<file path="src/source/tx_pkg.sv">
package tx_pkg;

    localparam int SAMPLE_W = 18;
    localparam int OUT_W = 16;
    localparam int COEF_W = 18;
    localparam int COEF_SHIFT = 17;
    // accumulator headroom for the longest polyphase branch
    localparam int ACC_W = SAMPLE_W + COEF_W + 4;

    typedef logic signed [SAMPLE_W-1:0] sample_t;
    typedef logic signed [COEF_W-1:0] coef_t;
    typedef logic signed [ACC_W-1:0] acc_t;

    typedef struct packed {
        logic [1:0] bits;
    } symbol_s;

    typedef struct packed {
        sample_t data;
    } sample_s;

    typedef struct packed {
        logic signed [OUT_W-1:0] data;
    } out_sample_s;

    typedef enum logic [1:0] {
        LEVEL_N3,
        LEVEL_N1,
        LEVEL_P1,
        LEVEL_P3
    } level_e;

    // each of the four branches (taps k, k+4, ...) sums to 2**COEF_SHIFT
    localparam int SRRC_TAPS = 33;
    localparam coef_t SRRC_COEF [SRRC_TAPS] = '{
        -299, -500, 1667, 2152, 500, -2152, -2337, 2028,
        2000, 2028, -11683, -20517, -2200, 20517, 77889, 127516,
        131070,
        127516, 77889, 20517, -2200, -20517, -11683, 2028, 2000,
        2028, -2337, -2152, 500, 2152, 1667, -500, -299
    };

    // stored at half scale, both branches reach 2**COEF_SHIFT once the
    // interpolation gain of two is applied
    localparam int HB_TAPS = 11;
    localparam coef_t HB_COEF [HB_TAPS] = '{
        768, 0, -6400, 0, 38400, 65536, 38400, 0, -6400, 0, 768
    };

    // round to nearest, ties away from zero, so that f(-x) == -f(x)
    function automatic acc_t round_shift(input acc_t value, input int shift);
        acc_t biased;
        biased = value + (acc_t'(1) <<< (shift - 1));
        if (value < 0) begin
            biased = biased - acc_t'(1);
        end
        return biased >>> shift;
    endfunction

endpackage
</file>
<file path="src/source/tx_output_stage.sv">
`timescale 1ns/1ps

module tx_output_stage (
    input  logic                sys_clk,
    input  logic                rst,
    input  tx_pkg::sample_s     fin,
    input  logic                fin_valid,
    output logic                fin_ready,
    output tx_pkg::out_sample_s tx_out,
    output logic                tx_out_valid,
    input  logic                tx_out_ready
);

    localparam int DROP = tx_pkg::SAMPLE_W - tx_pkg::OUT_W;
    localparam int OUT_MAX = 2 ** (tx_pkg::OUT_W - 1) - 1;

    tx_pkg::acc_t rounded;
    logic signed [tx_pkg::OUT_W-1:0] clipped;
    logic accept;

    // symmetric limits keep the chain odd
    always_comb begin
        rounded = tx_pkg::round_shift(tx_pkg::acc_t'(fin.data), DROP);
        if (rounded > tx_pkg::acc_t'(OUT_MAX)) begin
            clipped = {1'b0, {(tx_pkg::OUT_W - 1){1'b1}}};
        end else if (rounded < -tx_pkg::acc_t'(OUT_MAX)) begin
            clipped = {1'b1, {(tx_pkg::OUT_W - 2){1'b0}}, 1'b1};
        end else begin
            clipped = rounded[tx_pkg::OUT_W-1:0];
        end
    end

    assign fin_ready = !tx_out_valid || tx_out_ready;
    assign accept = fin_valid && fin_ready;

    always_ff @(posedge sys_clk) begin
        if (rst) begin
            tx_out_valid <= 1'b0;
        end else if (accept) begin
            tx_out_valid <= 1'b1;
        end else if (tx_out_ready) begin
            tx_out_valid <= 1'b0;
        end
    end

    always_ff @(posedge sys_clk) begin
        if (accept) begin
            tx_out.data <= clipped;
        end
    end

endmodule

</file>
<file path="config.mk">
export PLATFORM = sky130hd
export DESIGN_NAME = tx_output_stage
export DESIGN_NICKNAME = d
export VERILOG_FILES = /design/src/source/tx_pkg.sv /design/src/source/tx_output_stage.sv
export SDC_FILE = /design/constraint.sdc
export NUM_CORES = 1
export LEC_CHECK = 0
export BUFFER_PORTS_ARGS = -buffer_cell sky130_fd_sc_hd__buf_4
export CORE_UTILIZATION = 45
export DETAILED_ROUTE_END_ITERATION = 10
export PLACE_DENSITY = 0.71
export RECOVER_POWER = 50
export SLEW_MARGIN = 15
export SYNTH_ARGS = -nofsm -noshare
export SYNTH_HDL_FRONTEND = slang
export SYNTH_SLANG_ARGS = --single-unit
</file>
<file path="constraint.sdc">
create_clock -name sys_clk -period 3.3 [get_ports sys_clk]
set_input_delay 0.66 -clock sys_clk [delete_from_list [all_inputs] [get_ports sys_clk]]
set_output_delay 0.66 -clock sys_clk [all_outputs]
set_load 0.01 [all_outputs]
</file>
==> impl_metrics.csv <==
group,metric,value,unit
timing,fin_crit_sh,0.934,
synthesis,synth-adder-area-share,0.0133,
synthesis,synthCells,225,
floorplan,core_area,0.00400,sq mm
synthesis,postSynthAreaPerCell,8.34,sq um
timing,drv_slew,0,
floorplan,die_x,66.6,um
clock_tree,htree_levels,1,
hold_path,hold_path_class,"reg2reg",
synthesis,synth-compound-area-share,0.195,
power,p_total,0.596,mW
synthesis,synth.area.top_cells,"edfxtp_1 (26%), xnor2_1 (5.6%), nand3_1 (5.1%)",
critical_path,rr_worst_depth,2,
route,vias,1963,
clock_tree,cts.sinks,17,
clock_tree,numCtsBuffers,3,
placed_design,gp_congestion,0.892,
clock_tree,cts_root_buf,"clkbuf_8",
clock_tree,clock_path_buffers,2,
power,irDropWorstVdd,95.0,uV
synthesis,ys_seq_elements,17,
floorplan,row_count,23,
critical_path,cp-start-kind,"input pin",
floorplan,io_pins,40,
global_route,grt_usage,0.218,
clock_tree,hold_buffers,0,
placed_design,dp_hpwl,3.75,mm
timing,setup_viol_count_final,0,
timing,skew,0.605,ps
cells_and_area,diodes,0,
synthesis,synthMuxAreaShare,0.0340,
power,leakagePower,0.904,nW
global_route,grt_max_degree,17,
route,drt_first_pass_iters,4,
timing,whs,528,ps
synthesis,ys_types,62,
route,remaining_drc_errors,0,
power,power_density,243,mW/mm^2
flow_run,maxCapViolCount,0,
synthesis,synth_edf_count,16,
cells_and_area,syn_to_final_growth,30.8,%
floorplan,fp.dieH,66.6,um
placed_design,port_buffers,39,
synthesis,syn-num-nets,249,
synthesis,synth.top_cell.area_share,0.256,
clock_tree,cts_setup_buffers,0,
critical_path,worstPathMaxFanout,6,
timing,finalCriticalPeriod,3080,ps
critical_path,crit_required,3290,ps
placed_design,dp_cells,342,
route,viasPerCell,5.67,
cells_and_area,final_nets,321,
timing,rsz0062_at_grt,"false",
floorplan,start_util,0.469,
hold_path,hold_depth,2,
synthesis,synth-xor-area-share,0.0793,
synthesis,syn_area,0.00188,sq mm
critical_path,arrival,3070,ps
global_route,grt_pass1_wl,7.52,mm
global_route,gr-total-overflow,0,
clock_tree,cts_tree,"done",
synthesis,synth_simple_gate_area_frac,0.362,
floorplan,dieArea,0.00443,sq mm
synthesis,yosysTopAreaCell,"edfxtp_1",
critical_path,cp-end-kind,"register",
timing,clock.fmax,324,MHz
run_status,status,"finished clean",
synthesis,synth_top_family_by_area,"simple AND/OR/NAND/NOR gates",
synthesis,yosysSeqAreaShare,0.267,
global_route,antenna_found_initial,0,
global_route,grt_pass1_vias,1667,
critical_path,crit_type,"in2reg",
route,drtIter0Drc,73,
timing,relSlewSlack,0.390,
timing,finalHoldViolations,0,
synthesis,synthFlopType,"edfxtp_1",
route,postRouteAntennaNets,0,
synthesis,synthArstFlopShare,0,
clock_tree,cts_resized,0,
timing,tightestPinTransition,915,ps
cells_and_area,drive_gt1_frac,0.328,
cells_and_area,fin_cells,346,
clock_tree,insertion_delay,240,ps
clock_tree,clk_pin_slew,60,ps
route,wl_per_cell,13.1,um
synthesis,yosysWarnings,0,
route,drt_wl_total,4.55,mm
==> worst paths after layout <==
path	from	slack [ps]	end
max	fin[1]	220	tx_out[0]
min	tx_out_valid	530	tx_out_valid
max reg2reg	tx_out_valid	1770	tx_out[4]
min reg2reg	tx_out_valid	530	tx_out_valid
==> report_power, final <==
| group | leakage, nW | switching [mW] | internal [mW] |
|---|---|---|---|
| logic | 0.716 | 0.103 | 0.0889 |
| registers | 0.165 | 0.00373 | 0.256 |
| clock network | 0.0228 | 0.0588 | 0.0854 |
==> cell type report <==
type                    instances  area, sq um
clock buffers                   4         45.0
well taps                      50         62.6
multi-input cells             191         1290
inverters                       4         15.0
repair buffers                 80          537
flip-flops and latches         17          500
fillers                       408         1550
==> registers in the layout, indices dropped and copies added (netlist names) <==
register      count
tx_out           16
tx_out_valid      1
==> kinds of logic after synthesis <==
group | count (synthesis)
xor gates and xnor gates | 17
and+or+nand+nor | 118
adders and majority gates | 2
muxes | 6
DFF | 17
AOI/OAI and AO/OA | 48
buffers and inverters | 17
==> critical path, cell delays in order <==
cell and delay, ps:
buf_4 110, ha_2 210, and4_2 250, buf_4 140, nor3b_1 180, a211oi_1 100, buf_4 150, a211oi_2 340
o211ai_1 150, nor3b_1 170, buf_4 140, nor4b_2 140, or3_1 330
==> synthesized netlist by cell type (3+ instances only) <==
cell	count
a21oi_1	11
a31o_2	3
or2_2	4
and2_1	5
o21ai_0	5
nand3_1	19
a211oi_1	8
buf_4	3
mux2i_1	3
nand4_1	6
mux2_2	3
or3_1	3
a31oi_1	4
inv_1	4
xor2_1	5
nor2_1	14
xnor2_1	12
nor3b_1	3
edfxtp_1	16
nor3_1	8
buf_2	3
nand2_1	25
nor4_1	5
clkbuf_1	4
and4_1	3
==> cells in the final DEF, fill, tap and decap left out, types with 6 or more instances in the layout <==
cell type	synthesis	routed
a211oi_1	8	8
nor3_1	8	8
nand2_1	25	25
nor2_1	14	14
xnor2_1	12	12
buf_4	3	62
a21oi_1	11	11
nand3_1	19	19
edfxtp_1	16	16
clkbuf_1	4	18
nand4_1	6	6
==> per-layer routing <==
layer | global-route usage | vias up | wire (um)
li1 | - | 1010 | -
met5 | 0 | - | 0
met1 | 0.286 | 893 | 2080
met3 | 0.0120 | 5 | 212
met2 | 0.379 | 55 | 2200
met4 | 0.0718 | 0 | 50
==> stage by stage <==
stage / setup WS, ps / util / setup TNS, ps / area, sq um
6_report: 216 / 0.614 / 0 / 2450
5_1_grt: 88.9 / 0.614 / 0 / 2450
4_1_cts: 218 / 0.630 / 0 / 2520
3_5_place_dp: -35.9 / 0.618 / -35.9 / 2470
3_3_place_gp: -4.11 / 0.618 / -4.11 / 2470
2_1_floorplan: 9.03 / - / 0 / 1900
No activity file was read; power rests on OpenSTA's default activity.
