$ cat src/source/tx_pkg.sv
package tx_pkg;

    localparam int SAMPLE_W = 18;
    localparam int OUT_W = 16;
    localparam int COEF_W = 18;
    localparam int COEF_SHIFT = 17;
    // accumulator headroom for the longest polyphase branch
    localparam int ACC_W = SAMPLE_W + COEF_W + 4;

    typedef logic signed [SAMPLE_W-1:0] sample_t;
    typedef logic signed [COEF_W-1:0] coef_t;
    typedef logic signed [ACC_W-1:0] acc_t;

    typedef struct packed {
        logic [1:0] bits;
    } symbol_s;

    typedef struct packed {
        sample_t data;
    } sample_s;

    typedef struct packed {
        logic signed [OUT_W-1:0] data;
    } out_sample_s;

    typedef enum logic [1:0] {
        LEVEL_N3,
        LEVEL_N1,
        LEVEL_P1,
        LEVEL_P3
    } level_e;

    // each of the four branches (taps k, k+4, ...) sums to 2**COEF_SHIFT
    localparam int SRRC_TAPS = 33;
    localparam coef_t SRRC_COEF [SRRC_TAPS] = '{
        -299, -500, 1667, 2152, 500, -2152, -2337, 2028,
        2000, 2028, -11683, -20517, -2200, 20517, 77889, 127516,
        131070,
        127516, 77889, 20517, -2200, -20517, -11683, 2028, 2000,
        2028, -2337, -2152, 500, 2152, 1667, -500, -299
    };

    // stored at half scale, both branches reach 2**COEF_SHIFT once the
    // interpolation gain of two is applied
    localparam int HB_TAPS = 11;
    localparam coef_t HB_COEF [HB_TAPS] = '{
        768, 0, -6400, 0, 38400, 65536, 38400, 0, -6400, 0, 768
    };

    // round to nearest, ties away from zero, so that f(-x) == -f(x)
    function automatic acc_t round_shift(input acc_t value, input int shift);
        acc_t biased;
        biased = value + (acc_t'(1) <<< (shift - 1));
        if (value < 0) begin
            biased = biased - acc_t'(1);
        end
        return biased >>> shift;
    endfunction

endpackage
$ cat src/source/halfband_interp.sv
`timescale 1ns/1ps

module halfband_interp (
    input  logic            sys_clk,
    input  logic            rst,
    input  tx_pkg::sample_s hb_in,
    input  logic            hb_in_valid,
    output logic            hb_in_ready,
    output tx_pkg::sample_s hb_out,
    output logic            hb_out_valid,
    input  logic            hb_out_ready
);

    // only the non-zero branch needs a delay line slot per tap
    localparam int DEPTH = (tx_pkg::HB_TAPS + 1) / 2;
    localparam int CENTRE = tx_pkg::HB_TAPS / 2;

    tx_pkg::sample_t dl [DEPTH];
    logic odd_phase;
    logic accept;
    tx_pkg::acc_t centre_sum;
    tx_pkg::acc_t side_sum;

    assign hb_in_ready = !hb_out_valid || (hb_out_ready && odd_phase);
    assign accept = hb_in_valid && hb_in_ready;

    always_ff @(posedge sys_clk) begin
        if (rst) begin
            for (int k = 0; k < DEPTH; k++) begin
                dl[k] <= '0;
            end
            odd_phase <= 1'b0;
            hb_out_valid <= 1'b0;
        end else if (accept) begin
            dl[0] <= hb_in.data;
            for (int k = 1; k < DEPTH; k++) begin
                dl[k] <= dl[k-1];
            end
            odd_phase <= 1'b0;
            hb_out_valid <= 1'b1;
        end else if (hb_out_valid && hb_out_ready) begin
            if (odd_phase) begin
                hb_out_valid <= 1'b0;
            end
            odd_phase <= !odd_phase;
        end
    end

    // centre tap lines up with dl[DEPTH/2], half a sample ahead of the side sum
    always_comb begin
        centre_sum = tx_pkg::acc_t'(dl[DEPTH/2]) * tx_pkg::acc_t'(tx_pkg::HB_COEF[CENTRE]);
        side_sum = '0;
        for (int i = 0; i < DEPTH / 2; i++) begin
            side_sum = side_sum
                + (tx_pkg::acc_t'(dl[i]) + tx_pkg::acc_t'(dl[DEPTH-1-i]))
                * tx_pkg::acc_t'(tx_pkg::HB_COEF[2 * i]);
        end
    end

    // one bit less of shift gives the gain of two
    assign hb_out.data = tx_pkg::sample_t'(tx_pkg::round_shift(
        odd_phase ? side_sum : centre_sum, tx_pkg::COEF_SHIFT - 1));

endmodule

$ cat config.mk
export PLATFORM = sky130hd
export DESIGN_NAME = halfband_interp
export DESIGN_NICKNAME = d
export VERILOG_FILES = /design/src/source/tx_pkg.sv /design/src/source/halfband_interp.sv
export SDC_FILE = /design/constraint.sdc
export NUM_CORES = 1
export LEC_CHECK = 0
export BUFFER_PORTS_ARGS = -buffer_cell sky130_fd_sc_hd__buf_2
export CORE_UTILIZATION = 56
export DETAILED_ROUTE_END_ITERATION = 8
export PLACE_DENSITY = 0.85
export SYNTH_ARGS = -nofsm -noshare
export SYNTH_HDL_FRONTEND = slang
export SYNTH_SLANG_ARGS = --single-unit
$ cat constraint.sdc
create_clock -name sys_clk -period 9.8 [get_ports sys_clk]
set_clock_uncertainty 0.2 [all_clocks]
set_input_delay 1.47 -clock sys_clk [delete_from_list [all_inputs] [get_ports sys_clk]]
set_output_delay 1.47 -clock sys_clk [all_outputs]
set_load 0.02 [all_outputs]
==> summary.txt <==
Run status
  – Status: finished, violations left
  – Failing checks: setup timing

Setup path
  – Startpoint types: flop
  – Setup crit end kind: output pin
  – Slowest stage cell, crit path: fa_1
  – Peak fanout along the critical path: 4
  – Crit Path Category: flop to output pin
  – Crit-path max cell delay: 570 ps
  – Crit path required time: 8130 ps
  – Top Family by Delay on Critical Path: compound AO/OA/AOI/OAI gates
  – Worst EP arrival: 9850 ps
  – WP buf/inv: 3

Placed design
  – Total placed instance area: 0.01861 mm^2
  – Number of port buffers: 41
  – DPL Wire Length: 32550 um
  – Routability Congestion: 0.9980

Synth
  – Syn_nets: 1977
  – Syn Inst Count: 1605
  – Mapped Area: 0.01528 mm^2
  – Synth Area per Inst: 9.519 um^2
  – Yosys top cell area share: 0.2123
  – Synth warn: 0
  – FFs w/ async S/R, synth: 0
  – Seq/Total Area, Yosys: 0.2149
  – Synth top area cells: edfxtp_1 21%, ha_1 20%, fa_1 13%, xnor2_1 6.3%, and2_1 4.8%
  – Synth unique cells: 92
  – Dominant synthesized flop cell: edfxtp_1
  – Post-synth EDFFs: 108
  – FF+latch count, synth: 110
  – Cell taking the most area after synthesis: edfxtp_1

Die
  – Die width: 167.2 um
  – I/O Pins: 42
  – Core area: 0.02688 mm^2
  – Die area: 0.02795 mm^2
  – Initial Utilization: 0.5685
  – FP Rows: 60
  – Die H: 167.2 um

Timing
  – Final worst setup slack: -1715 ps
  – Final min period: 11520 ps
  – Fmax: 86.84 MHz
  – Tcrit/Tclk final: 1.175
  – Worst slew margin: 0.3603
  – Hold slack: 365.9 ps
  – Slew @ Worst Pin: 959.5 ps
  – Hold violation count in the final report: 0
  – RSZ-0062 raised after global routing: yes
  – Final number of setup-violating endpoints: 18
  – Max Slew Vio Count: 0

CTS
  – CTS Root Cell: clkbuf_16
  – CTS Buf Count: 9
  – Clock latency on the worst-skew pair: 370 ps
  – CTS hold repair buffers: 0
  – CTS tree: built
  – Clk pin slew, worst setup/hold paths: 80 ps
  – H-tree levels: 3
  – Worst-case clock buffer depth: 2
  – CTS Sinks: 110

Route
  – Final wirelength: 49230 um
  – Via count: 14319
  – Detailed router's first-iteration violation count: 1260
  – Antenna-violating nets left: 0
  – DRC violations left: 0
  – WL per Instance: 21.04 um
  – Router iterations before antenna repair: 6
  – Via-per-instance ratio: 6.119

Cells and area
  – Post-route design area: 0.01990 mm^2
  – Synthesis-to-layout area growth: 30.28%
  – Final net count: 2365
  – Layout cells sized above 1: 0.2978

Global route
  – M1 GR Usage: 0.3839
  – Number of global-route vias before repair: 14733
  – Initial antenna violation count: 2
  – Most Crowded Layer GR: met2
  – GRT Total Usage: 0.3325
  – First-pass GRT wire length: 73060 um
  – Largest net degree at the start of global routing: 108
  – Met3 GRT Util: 0.04703
  – Overflow after GRT: 0
  – Met2 Use GR: 0.5889

Run
  – Max-cap check violation count: 0

Hold path
  – Worst Hold Class: flop to flop
==> what timing repair did <==
| item | CTS | global route |
|---|---|---|
| pin swaps | 78 | 40 |
| endpoints found under the setup margin | 18 | 18 |
| gates resized for setup | 109 | 40 |
| buffers inserted | 33 | 14 |
==> sequential cells by signal (all words and copies together) (netlist names) <==
signal,cells
odd_phase,1
dl,108
hb_out_valid,1
==> logic make-up (layout without fill, tap and decap cells) <==
family	after synthesis	count (layout)	synth area share
simple gates	452	452	0.1588
fa+ha+maj	350	350	0.3358
compound gates	334	334	0.1508
buf+inv	205	598	0.05045
xor+xnor	146	146	0.08369
flops	110	110	0.2149
mux	8	8	0.005650
other cells	0	1	0
==> cells in the final DEF, fill, tap and decap left out, types with 28 or more instances in the layout <==
master / Yosys / final
a21o_1: 33 / 32
nand2_1: 71 / 62
a21oi_1: 86 / 59
edfxtp_1: 108 / 108
nand3_1: 29 / 28
nor2b_1: 29 / 28
nor2_1: 100 / 90
o21ai_0: 63 / 51
and2_1: 118 / 115
ha_1: 250 / 229
fa_1: 100 / 99
xnor2_1: 110 / 90
buf_4: 0 / 361
inv_1: 183 / 179
==> layer usage <==
metal / up-vias / share of wire
li1: 6404 / -
met5: - / 0
met3: 291 / 0.083
met4: 0 / 0.073
met2: 806 / 0.48
met1: 6818 / 0.36
==> stage by stage <==
stage	utilization	worst slack (ps)	setup TNS [ps]	std cells
after global placement	0.6926	-834.5	-9487	2282
after global routing	0.7405	-1996	-31220	2339
after detailed placement	0.6926	-1134	-15040	2282
final	0.7406	-1715	-26880	2340
after CTS	0.7313	-1110	-15710	2329
after floorplan	-	-305.7	-1413	1605
==> cell type report <==
| type | count | area (um^2) |
|---|---|---|
| Antenna cell | 1 | 2.502 |
| Clock buffer | 9 | 225.2 |
| Clock inverter | 7 | 70.07 |
| Fill cell | 1630 | 6972 |
| Inverter | 184 | 690.7 |
| Multi-Input combinational cell | 1290 | 12220 |
| Sequential cell | 110 | 3283 |
| Tap cell | 341 | 426.7 |
| Timing Repair Buffer | 398 | 2983 |
==> worst paths after layout <==
kind / from / endpoint / slack (ps) / cells after the start
worst min-delay path: dl[0][29]$_SDFFCE_PN0P_ / dl[0][47]$_SDFFCE_PN0P_ / 370 / 1
worst max-delay path: dl[0][19]$_SDFFCE_PN0P_ / hb_out[17] / -1720 / 38
worst min register to register: dl[0][29]$_SDFFCE_PN0P_ / dl[0][47]$_SDFFCE_PN0P_ / 370 / 1
worst max register to register: odd_phase$_SDFFE_PP0P_ / dl[0][35]$_SDFFCE_PN0P_ / 6610 / 6
==> Yosys cell counts, types with 6 or more instances <==
master    count
or3_1        14
nor2_1      100
nor3_1       25
a21boi_0      7
nand3_1      29
a31oi_1      11
o21a_1       15
edfxtp_1    108
nand2_1      71
o211ai_1     13
fa_1        100
a21o_1       33
nand2b_1      8
o21ai_0      63
o22ai_1       6
and2_1      118
o21bai_1     24
o21ai_1       6
or2_2         7
clkbuf_1     18
and3_1       15
xor2_1       36
inv_1       183
ha_1        250
a211oi_1      8
nor2b_1      29
xnor2_1     110
a21oi_1      86
Power is not shown: default switching activity piles up to over one toggle a cycle in this logic, so the estimate is an artifact.
